`config.mk`:
```
export PLATFORM = sky130hd
export DESIGN_NAME = fpu
export DESIGN_NICKNAME = d
export VERILOG_FILES = /design/src/fpu_pkg.sv /design/src/fadd.sv /design/src/fmul.sv /design/src/fpu.sv /design/src/fpu_op_pipe.sv
export SDC_FILE = /design/constraint.sdc
export NUM_CORES = 2
export LEC_CHECK = 0
export BUFFER_PORTS_ARGS = -buffer_cell sky130_fd_sc_hd__buf_2
export CORE_UTILIZATION = 35
export CTS_BUF_LIST = sky130_fd_sc_hd__clkbuf_16
export CTS_CLUSTER_SIZE = 24
export DETAILED_ROUTE_END_ITERATION = 8
export HOLD_SLACK_MARGIN = 0.02
export PLACE_DENSITY_LB_ADDON = 0.12
export SLEW_MARGIN = 20
export SYNTH_ARGS = -nofsm -noshare
export SYNTH_HDL_FRONTEND = slang
export SYNTH_SLANG_ARGS = --single-unit
export TNS_END_PERCENT = 30
```
`constraint.sdc`:
```
create_clock -name clk -period 8.9 [get_ports clk]
set_input_delay 1.78 -clock clk [delete_from_list [all_inputs] [get_ports clk]]
set_output_delay 1.78 -clock clk [all_outputs]
set_load 0.02 [all_outputs]
```
`src/fpu_pkg.sv`:
```
package fpu_pkg;

    // ##############################
    // word and field types
    // ##############################

    typedef logic [31:0] fp_word_t;   // binary32 value.
    typedef logic [7:0]  fp_exp_t;    // biased exponent field.
    typedef logic [22:0] fp_frac_t;   // stored fraction without the hidden bit.
    typedef logic [1:0]  fpu_op_t;    // operation code.

    // ##############################
    // operation codes
    // ##############################

    // code 3 is decoded as add.
    localparam fpu_op_t op_add = 2'd0;
    localparam fpu_op_t op_sub = 2'd1;
    localparam fpu_op_t op_mul = 2'd2;

    // ##############################
    // format constants
    // ##############################

    localparam int exp_bias = 127;    // binary32 exponent bias.
    localparam int exp_max  = 255;    // all-ones exponent for inf and nan.

    // rising edges from operand sampling to a valid result.
    localparam int fpu_latency = 2;

endpackage

```
`src/fadd.sv`:
```
`timescale 1ns/1ps

module fadd (
    input  logic              clk,
    input  logic              rstn,
    input  fpu_pkg::fp_word_t x1,
    input  fpu_pkg::fp_word_t x2,
    output fpu_pkg::fp_word_t y,
    output logic              ovf
);

    // ##############################
    // stage 0: order and align
    // ##############################

    fpu_pkg::fp_word_t lx;
    fpu_pkg::fp_word_t sx;
    fpu_pkg::fp_exp_t  shift;
    logic [23:0]       sfp1;
    logic [25:0]       lf25;
    logic [25:0]       sf25;

    assign lx    = (x1[30:0] >= x2[30:0]) ? x1 : x2;   // larger magnitude.
    assign sx    = (x1[30:0] >= x2[30:0]) ? x2 : x1;
    assign shift = lx[30:23] - sx[30:23];              // never negative.

    // denormals count as zero, so no hidden bit for a zero exponent.
    assign lf25 = (lx[30:23] == '0) ? '0 : {1'b1, lx[22:0], 2'b00};
    assign sfp1 = (sx[30:23] == '0) ? '0 : {1'b1, sx[22:0]};
    assign sf25 = {sfp1, 2'b00} >> shift;              // two guard bits.

    fpu_pkg::fp_word_t lx_s1;    // first copy of the larger operand.
    logic              sub_s1;   // signs differ.
    logic [25:0]       lf25_s1;
    logic [25:0]       sf25_s1;

    always_ff @(posedge clk) begin
        if (!rstn) begin
            lx_s1   <= '0;
            sub_s1  <= 1'b0;
            lf25_s1 <= '0;
            sf25_s1 <= '0;
        end else begin
            lx_s1   <= lx;
            sub_s1  <= lx[31] ^ sx[31];
            lf25_s1 <= lf25;
            sf25_s1 <= sf25;
        end
    end

    // ##############################
    // stage 1: add and normalize
    // ##############################

    logic [26:0] af26;
    logic [4:0]  top;
    logic [26:0] norm;

    assign af26 = sub_s1 ? {1'b0, lf25_s1} - {1'b0, sf25_s1}
                         : {1'b0, lf25_s1} + {1'b0, sf25_s1};

    // leading-one position from the highest set bit.
    always_comb begin
        top = '0;
        for (int i = 0; i < 27; i++) begin
            if (af26[i]) begin
                top = 5'(i);
            end
        end
    end

    // leading one lands on bit 26 and the round bit on bit 2.
    assign norm = af26 << (5'd26 - top);

    fpu_pkg::fp_word_t lx_s2;    // second copy of the larger operand.
    logic [23:0]       afnc_s2;  // normalized significand.
    logic              inc_s2;   // round bit.
    logic [4:0]        top_s2;

    always_ff @(posedge clk) begin
        if (!rstn) begin
            lx_s2   <= '0;
            afnc_s2 <= '0;
            inc_s2  <= 1'b0;
            top_s2  <= '0;
        end else begin
            lx_s2   <= lx_s1;
            afnc_s2 <= norm[26:3];
            inc_s2  <= norm[2];
            top_s2  <= top;
        end
    end

    // ##############################
    // stage 2: round and pack
    // ##############################

    logic [24:0]        af;
    logic [4:0]         ttop;
    logic signed [9:0]  ae;
    logic               sum_zero;
    fpu_pkg::fp_frac_t  yf;

    assign af       = {1'b0, afnc_s2} + 25'(inc_s2);   // round half away from zero.
    assign ttop     = top_s2 + 5'(af[24]);             // carry out of rounding.
    assign sum_zero = ~afnc_s2[23];                    // no leading one found.
    assign yf       = af[24] ? af[23:1] : af[22:0];

    // position 25 keeps the exponent of the larger operand.
    assign ae = $signed({2'b00, lx_s2[30:23]}) + $signed({5'b00000, ttop}) - 10'sd25;

    always_comb begin
        if (lx_s2[30:23] == fpu_pkg::exp_max) begin
            y   = lx_s2;                               // inf or nan passes through.
            ovf = 1'b0;
        end else if (sum_zero) begin
            y   = {lx_s2[31], 31'b0};
            ovf = 1'b0;
        end else if (ae >= fpu_pkg::exp_max) begin
            y   = {lx_s2[31], 8'hff, 23'b0};           // signed infinity.
            ovf = 1'b1;
        end else if (ae <= 0) begin
            y   = {lx_s2[31], 31'b0};                  // below smallest normal.
            ovf = 1'b1;
        end else begin
            y   = {lx_s2[31], fpu_pkg::fp_exp_t'(ae[7:0]), yf};
            ovf = 1'b0;
        end
    end

endmodule

```
`src/fmul.sv`:
```
`timescale 1ns/1ps

module fmul (
    input  logic              clk,
    input  logic              rstn,
    input  fpu_pkg::fp_word_t x1,
    input  fpu_pkg::fp_word_t x2,
    output fpu_pkg::fp_word_t y,
    output logic              ovf
);

    // ##############################
    // stage 0: sign and exponent
    // ##############################

    logic              zero;
    logic signed [9:0] esum;

    assign zero = (x1[30:23] == '0) || (x2[30:23] == '0);   // denormal is zero.
    assign esum = $signed({2'b00, x1[30:23]}) + $signed({2'b00, x2[30:23]})
                - 10'(fpu_pkg::exp_bias);

    logic              sign_s1;
    logic              zero_s1;
    logic signed [9:0] exp_s1;
    logic [23:0]       ma_s1;    // significands with hidden bit.
    logic [23:0]       mb_s1;

    always_ff @(posedge clk) begin
        if (!rstn) begin
            sign_s1 <= 1'b0;
            zero_s1 <= 1'b1;     // idle pipe reads as zero.
            exp_s1  <= '0;
            ma_s1   <= '0;
            mb_s1   <= '0;
        end else begin
            sign_s1 <= x1[31] ^ x2[31];
            zero_s1 <= zero;
            exp_s1  <= esum;
            ma_s1   <= {1'b1, x1[22:0]};
            mb_s1   <= {1'b1, x2[22:0]};
        end
    end

    // ##############################
    // stage 1: product and normalize
    // ##############################

    logic [47:0] prod;
    logic        top;

    assign prod = ma_s1 * mb_s1;
    assign top  = prod[47];      // product in [1, 4).

    logic              sign_s2;
    logic              zero_s2;
    logic signed [9:0] exp_s2;
    logic [23:0]       mant_s2;
    logic              rnd_s2;

    always_ff @(posedge clk) begin
        if (!rstn) begin
            sign_s2 <= 1'b0;
            zero_s2 <= 1'b1;
            exp_s2  <= '0;
            mant_s2 <= '0;
            rnd_s2  <= 1'b0;
        end else begin
            sign_s2 <= sign_s1;
            zero_s2 <= zero_s1;
            exp_s2  <= exp_s1 + 10'(top);
            mant_s2 <= top ? prod[47:24] : prod[46:23];
            rnd_s2  <= top ? prod[23] : prod[22];
        end
    end

    // ##############################
    // stage 2: round and pack
    // ##############################

    logic [24:0]        m;
    logic signed [9:0]  ae;
    fpu_pkg::fp_frac_t  yf;

    assign m  = {1'b0, mant_s2} + 25'(rnd_s2);
    assign ae = exp_s2 + 10'(m[24]);                  // renormalize on carry.
    assign yf = m[24] ? m[23:1] : m[22:0];

    always_comb begin
        if (zero_s2) begin
            y   = {sign_s2, 31'b0};                   // exact zero.
            ovf = 1'b0;
        end else if (ae >= fpu_pkg::exp_max) begin
            y   = {sign_s2, 8'hff, 23'b0};
            ovf = 1'b1;
        end else if (ae <= 0) begin
            y   = {sign_s2, 31'b0};
            ovf = 1'b1;
        end else begin
            y   = {sign_s2, fpu_pkg::fp_exp_t'(ae[7:0]), yf};
            ovf = 1'b0;
        end
    end

endmodule

```
`src/fpu.sv`:
```
`timescale 1ns/1ps

module fpu (
    input  logic              clk,
    input  logic              rstn,
    input  fpu_pkg::fpu_op_t  op,
    input  fpu_pkg::fp_word_t x1,
    input  fpu_pkg::fp_word_t x2,
    output fpu_pkg::fp_word_t y,
    output logic              ovf
);

    fpu_pkg::fp_word_t add_x1;
    fpu_pkg::fp_word_t add_x2;
    fpu_pkg::fp_word_t add_y;
    logic              add_ovf;
    fpu_pkg::fp_word_t mul_y;
    logic              mul_ovf;

    // decode, delay the code and pick the result.
    fpu_op_pipe op_pipe_i (
        .clk     (clk),
        .rstn    (rstn),
        .op      (op),
        .x1      (x1),
        .x2      (x2),
        .add_x1  (add_x1),
        .add_x2  (add_x2),
        .add_y   (add_y),
        .add_ovf (add_ovf),
        .mul_y   (mul_y),
        .mul_ovf (mul_ovf),
        .y       (y),
        .ovf     (ovf)
    );

    // both units run every cycle.
    fadd fadd_i (
        .clk  (clk),
        .rstn (rstn),
        .x1   (add_x1),
        .x2   (add_x2),
        .y    (add_y),
        .ovf  (add_ovf)
    );

    fmul fmul_i (
        .clk  (clk),
        .rstn (rstn),
        .x1   (x1),           // raw operands.
        .x2   (x2),
        .y    (mul_y),
        .ovf  (mul_ovf)
    );

endmodule

```
`src/fpu_op_pipe.sv`:
```
`timescale 1ns/1ps

module fpu_op_pipe (
    input  logic              clk,
    input  logic              rstn,
    input  fpu_pkg::fpu_op_t  op,
    input  fpu_pkg::fp_word_t x1,
    input  fpu_pkg::fp_word_t x2,
    output fpu_pkg::fp_word_t add_x1,
    output fpu_pkg::fp_word_t add_x2,
    input  fpu_pkg::fp_word_t add_y,
    input  logic              add_ovf,
    input  fpu_pkg::fp_word_t mul_y,
    input  logic              mul_ovf,
    output fpu_pkg::fp_word_t y,
    output logic              ovf
);

    // ##############################
    // operand conditioning
    // ##############################

    // subtract is add with the second sign flipped.
    assign add_x1 = x1;
    assign add_x2 = (op == fpu_pkg::op_sub) ? {~x2[31], x2[30:0]} : x2;

    // ##############################
    // code delay and result select
    // ##############################

    fpu_pkg::fpu_op_t op_q [fpu_pkg::fpu_latency];   // one entry per unit stage.
    logic             sel_mul;

    always_ff @(posedge clk) begin
        if (!rstn) begin
            for (int i = 0; i < fpu_pkg::fpu_latency; i++) begin
                op_q[i] <= fpu_pkg::op_add;
            end
        end else begin
            op_q[0] <= op;
            for (int i = 1; i < fpu_pkg::fpu_latency; i++) begin
                op_q[i] <= op_q[i-1];
            end
        end
    end

    // codes other than mul take the adder result.
    assign sel_mul = (op_q[fpu_pkg::fpu_latency-1] == fpu_pkg::op_mul);

    assign y   = sel_mul ? mul_y : add_y;
    assign ovf = sel_mul ? mul_ovf : add_ovf;

endmodule

```
==> results.sh <==
export IMPL_outcome="complete, no violations"
export IMPL_drtPass1Iterations=5
export IMPL_clk_pin_slew_worst_paths_ps=60
export IMPL_worstRegToRegCells=30
export IMPL_endpoint="fmul_i.mant_s2[16]"
export IMPL_crit_path_max_fanout=16
export IMPL_finalPower_mw=11.5
export IMPL_cts_buffer_depth=3
export IMPL_final_cell_mix="625 x inv_1, 494 x nand2_1, 483 x fa_1"
export IMPL_htreeDepth=1
export IMPL_drive_gt1_share_pct=9.23
export IMPL_post_route_min_period_ps=8470
export IMPL_drcViolationCount=0
export IMPL_r2r_start="fmul_i.mb_s1[0]"
export IMPL_cellLeakagePower_nw=17.5
export IMPL_reg2reg_to="fmul_i.mant_s2[16]"
export IMPL_syn_num_nets=4824
export IMPL_die_x_um=316
export IMPL_synth_edf_count=0
export IMPL_antenna_found_initial=3
export IMPL_yosysSeqAreaShare_pct=14.2
export IMPL_ys_ff_latch=245
export IMPL_hold_class="reg2reg"
export IMPL_dpl_worst_slack_ps=268
export IMPL_ctsHoldBuffers=0
export IMPL_final_util_pct=38.8
export IMPL_ios=101
export IMPL_cts_tree="built"
export IMPL_ys_types=114
export IMPL_initial_core_util_pct=35.5
export IMPL_setup_viol=0
export IMPL_multi_input_area_mm2=0.0265
export IMPL_die_h_um=316
export IMPL_grt_total_usage_pct=22.5
export IMPL_grt_setup_unrepaired="yes"
export IMPL_seqCellArea_mm2=0.00491
export IMPL_root_buffer="clkbuf_16"
export IMPL_vias_per_cell=5.10
export IMPL_crit_type="reg2reg"
export IMPL_drtIter0Drc=1568
export IMPL_powerDensity_mw_per_mm2=305
export IMPL_final_setup_worst_slack_ps=430
export IMPL_worst_pin_slew_ps=1080
export IMPL_async_flop_share_pct=0
export IMPL_syn_inst=4012
export IMPL_synth_area_per_cell_um2=8.61
export IMPL_worst_ep_required_time_ps=9280
export IMPL_grt_remaining_overflow=0
export IMPL_grt_max_degree=69
export IMPL_place_area_mm2=0.0368
export IMPL_wl_per_cell_um=20.6
export IMPL_rows=114
export IMPL_portBuffers=100
export IMPL_gp_congestion=0.889
export IMPL_synthesis_area_mm2=0.0345
export IMPL_crit_family="adder cells"
export IMPL_nets=4865
export IMPL_cpPeakStageDelay_ps=850
export IMPL_start_kind="flop"
export IMPL_final_common_cell="inv_1"
export IMPL_max_freq_ghz=0.118
export IMPL_cap_violations=0
export IMPL_routed_wl_um=110000
export IMPL_die_area_mm2=0.100
export IMPL_r2r_slack_ps=430
export IMPL_final_cell_area_mm2=0.0377
export IMPL_design_core_area_mm2=0.0973
export IMPL_layout_worst_path_cycle_share_pct=95.2
export IMPL_hpwl_um=91000
export IMPL_syn_to_final_growth_pct=9.26
export IMPL_grt_pass1_wl_um=172000
export IMPL_vias=27300
export IMPL_path_buf_inv=10
export IMPL_numCtsBuffers=27
export IMPL_crit_start="fmul_i.mb_s1[0]"
export IMPL_skew_ps=12.4
export IMPL_ys_flop_type="dfxtp_1"
export IMPL_hold_violations=0
export IMPL_ant_nets=0
export IMPL_vdd_ir_drop_max_mv=0.472
export IMPL_crit_cells=30
export IMPL_slew_viol_final=0
export IMPL_worstSkewPairLatency_ps=550
export IMPL_cts_sinks=245
export IMPL_grt_pass1_vias=28600
export IMPL_worstSetupEndpointType="flop"
export IMPL_cp_arrival_ps=8850
export IMPL_cp_common_cell="fa_1"
export IMPL_fillers=10200
export IMPL_yosysWarnings=0
export IMPL_slew_limit_headroom_pct=27.8
export IMPL_critical_path_slowest_cell="dfxtp_1"
==> sequential cells by signal, summed over array words and instances, names as in the netlist <==
name	count
fadd_i.afnc_s2	24
fadd_i.inc_s2	1
fadd_i.lf25_s1	24
fadd_i.lx_s1	32
fadd_i.lx_s2	32
fadd_i.sf25_s1	26
fadd_i.sub_s1	1
fadd_i.top_s2	5
fmul_i.exp_s1	10
fmul_i.exp_s2	10
fmul_i.ma_s1	23
fmul_i.mant_s2	24
fmul_i.mb_s1	24
fmul_i.rnd_s2	1
fmul_i.sign_s1	1
fmul_i.sign_s2	1
fmul_i.zero_s1	1
fmul_i.zero_s2	1
op_pipe_i.op_q	4
==> final cells by class <==
class / count / share of cell area, %
multi-input cells: 2931 / 70.1
clock buffers: 27 / 1.79
inverters: 630 / 6.29
diodes: 2 / 0.0133
repair buffers: 218 / 3.91
well taps: 1276 / 4.23
clock inverters: 22 / 0.676
flip-flops and latches: 245 / 13.0
==> worst min path at each step <==
stage | from | cells past startpoint | endpoint
global placement | op_pipe_i.op_q[0][0] | 1 | op_pipe_i.op_q[0][2]
CTS | fadd_i.lx_s1[16] | 1 | fadd_i.lx_s2[16]
global route | fadd_i.lx_s1[21] | 1 | fadd_i.lx_s2[21]
floorplan | fmul_i.zero_s1 | 1 | fmul_i.zero_s2
detailed placement | fadd_i.lx_s1[2] | 1 | fadd_i.lx_s2[2]
finish | fadd_i.lx_s1[0] | 1 | fadd_i.lx_s2[0]
==> where the power goes <==
group          internal, mW  total (mW)  leakage, nW  switching, mW
combinational          3.54        8.86         15.1           5.32
clock                 0.682        1.18        0.438          0.501
sequential             1.29        1.45         2.03          0.161
==> layer usage <==
| layer | vias up | track usage (%) | wire [um] |
|---|---|---|---|
| li1 | 13000 | - | - |
| met1 | 13600 | 29.7 | 48700 |
| met2 | 603 | 39.4 | 54000 |
| met3 | 132 | 1.69 | 4070 |
| met4 | 0 | 6.49 | 3280 |
| met5 | - | 0 | 0 |
==> cells in the mapped netlist (all sizes together) (34+ instances only) <==
cell type,number,area share [%]
a21oi,158,2.4
and2,338,6.1
and3,35,0.63
buf,39,0.71
clkbuf,167,1.8
dfxtp,245,14
fa,483,28
ha,261,9.5
inv,628,6.8
mux2i,74,2.2
mux4,34,2.2
nand2,494,5.4
nand3,72,1.0
nor2,228,2.5
nor3,83,1.2
o211ai,34,0.75
o21ai,94,1.4
xnor2,103,2.6
xor2,44,1.1
==> timing repair <==
item                                    in CTS  in global routing
resized for setup                            0                 12
endpoints found under the setup margin       0                 28
setup buffers                                0                  1
==> cells by family after synthesis <==
| family | Yosys count | share of synthesized area [%] |
|---|---|---|
| simple gates | 1390 | 19.8 |
| buf+inv | 836 | 9.39 |
| fa+ha+maj | 744 | 37.4 |
| compound gates | 524 | 10.4 |
| flops | 245 | 14.2 |
| xor+xnor | 147 | 3.75 |
| mux | 126 | 5.01 |
==> metrics by stage <==
| step | hold slack, ps | TNS, ps | instances |
|---|---|---|---|
| 3_3_place_gp | 414 | 0 | 5299 |
| 5_1_grt | 441 | -0.111 | 5349 |
| 6_report | 433 | 0 | 5351 |
| 3_5_place_dp | 419 | 0 | 5299 |
| 2_1_floorplan | 386 | 0 | 4012 |
| 4_1_cts | 434 | 0 | 5348 |
(Power assumes the default switching activity.)
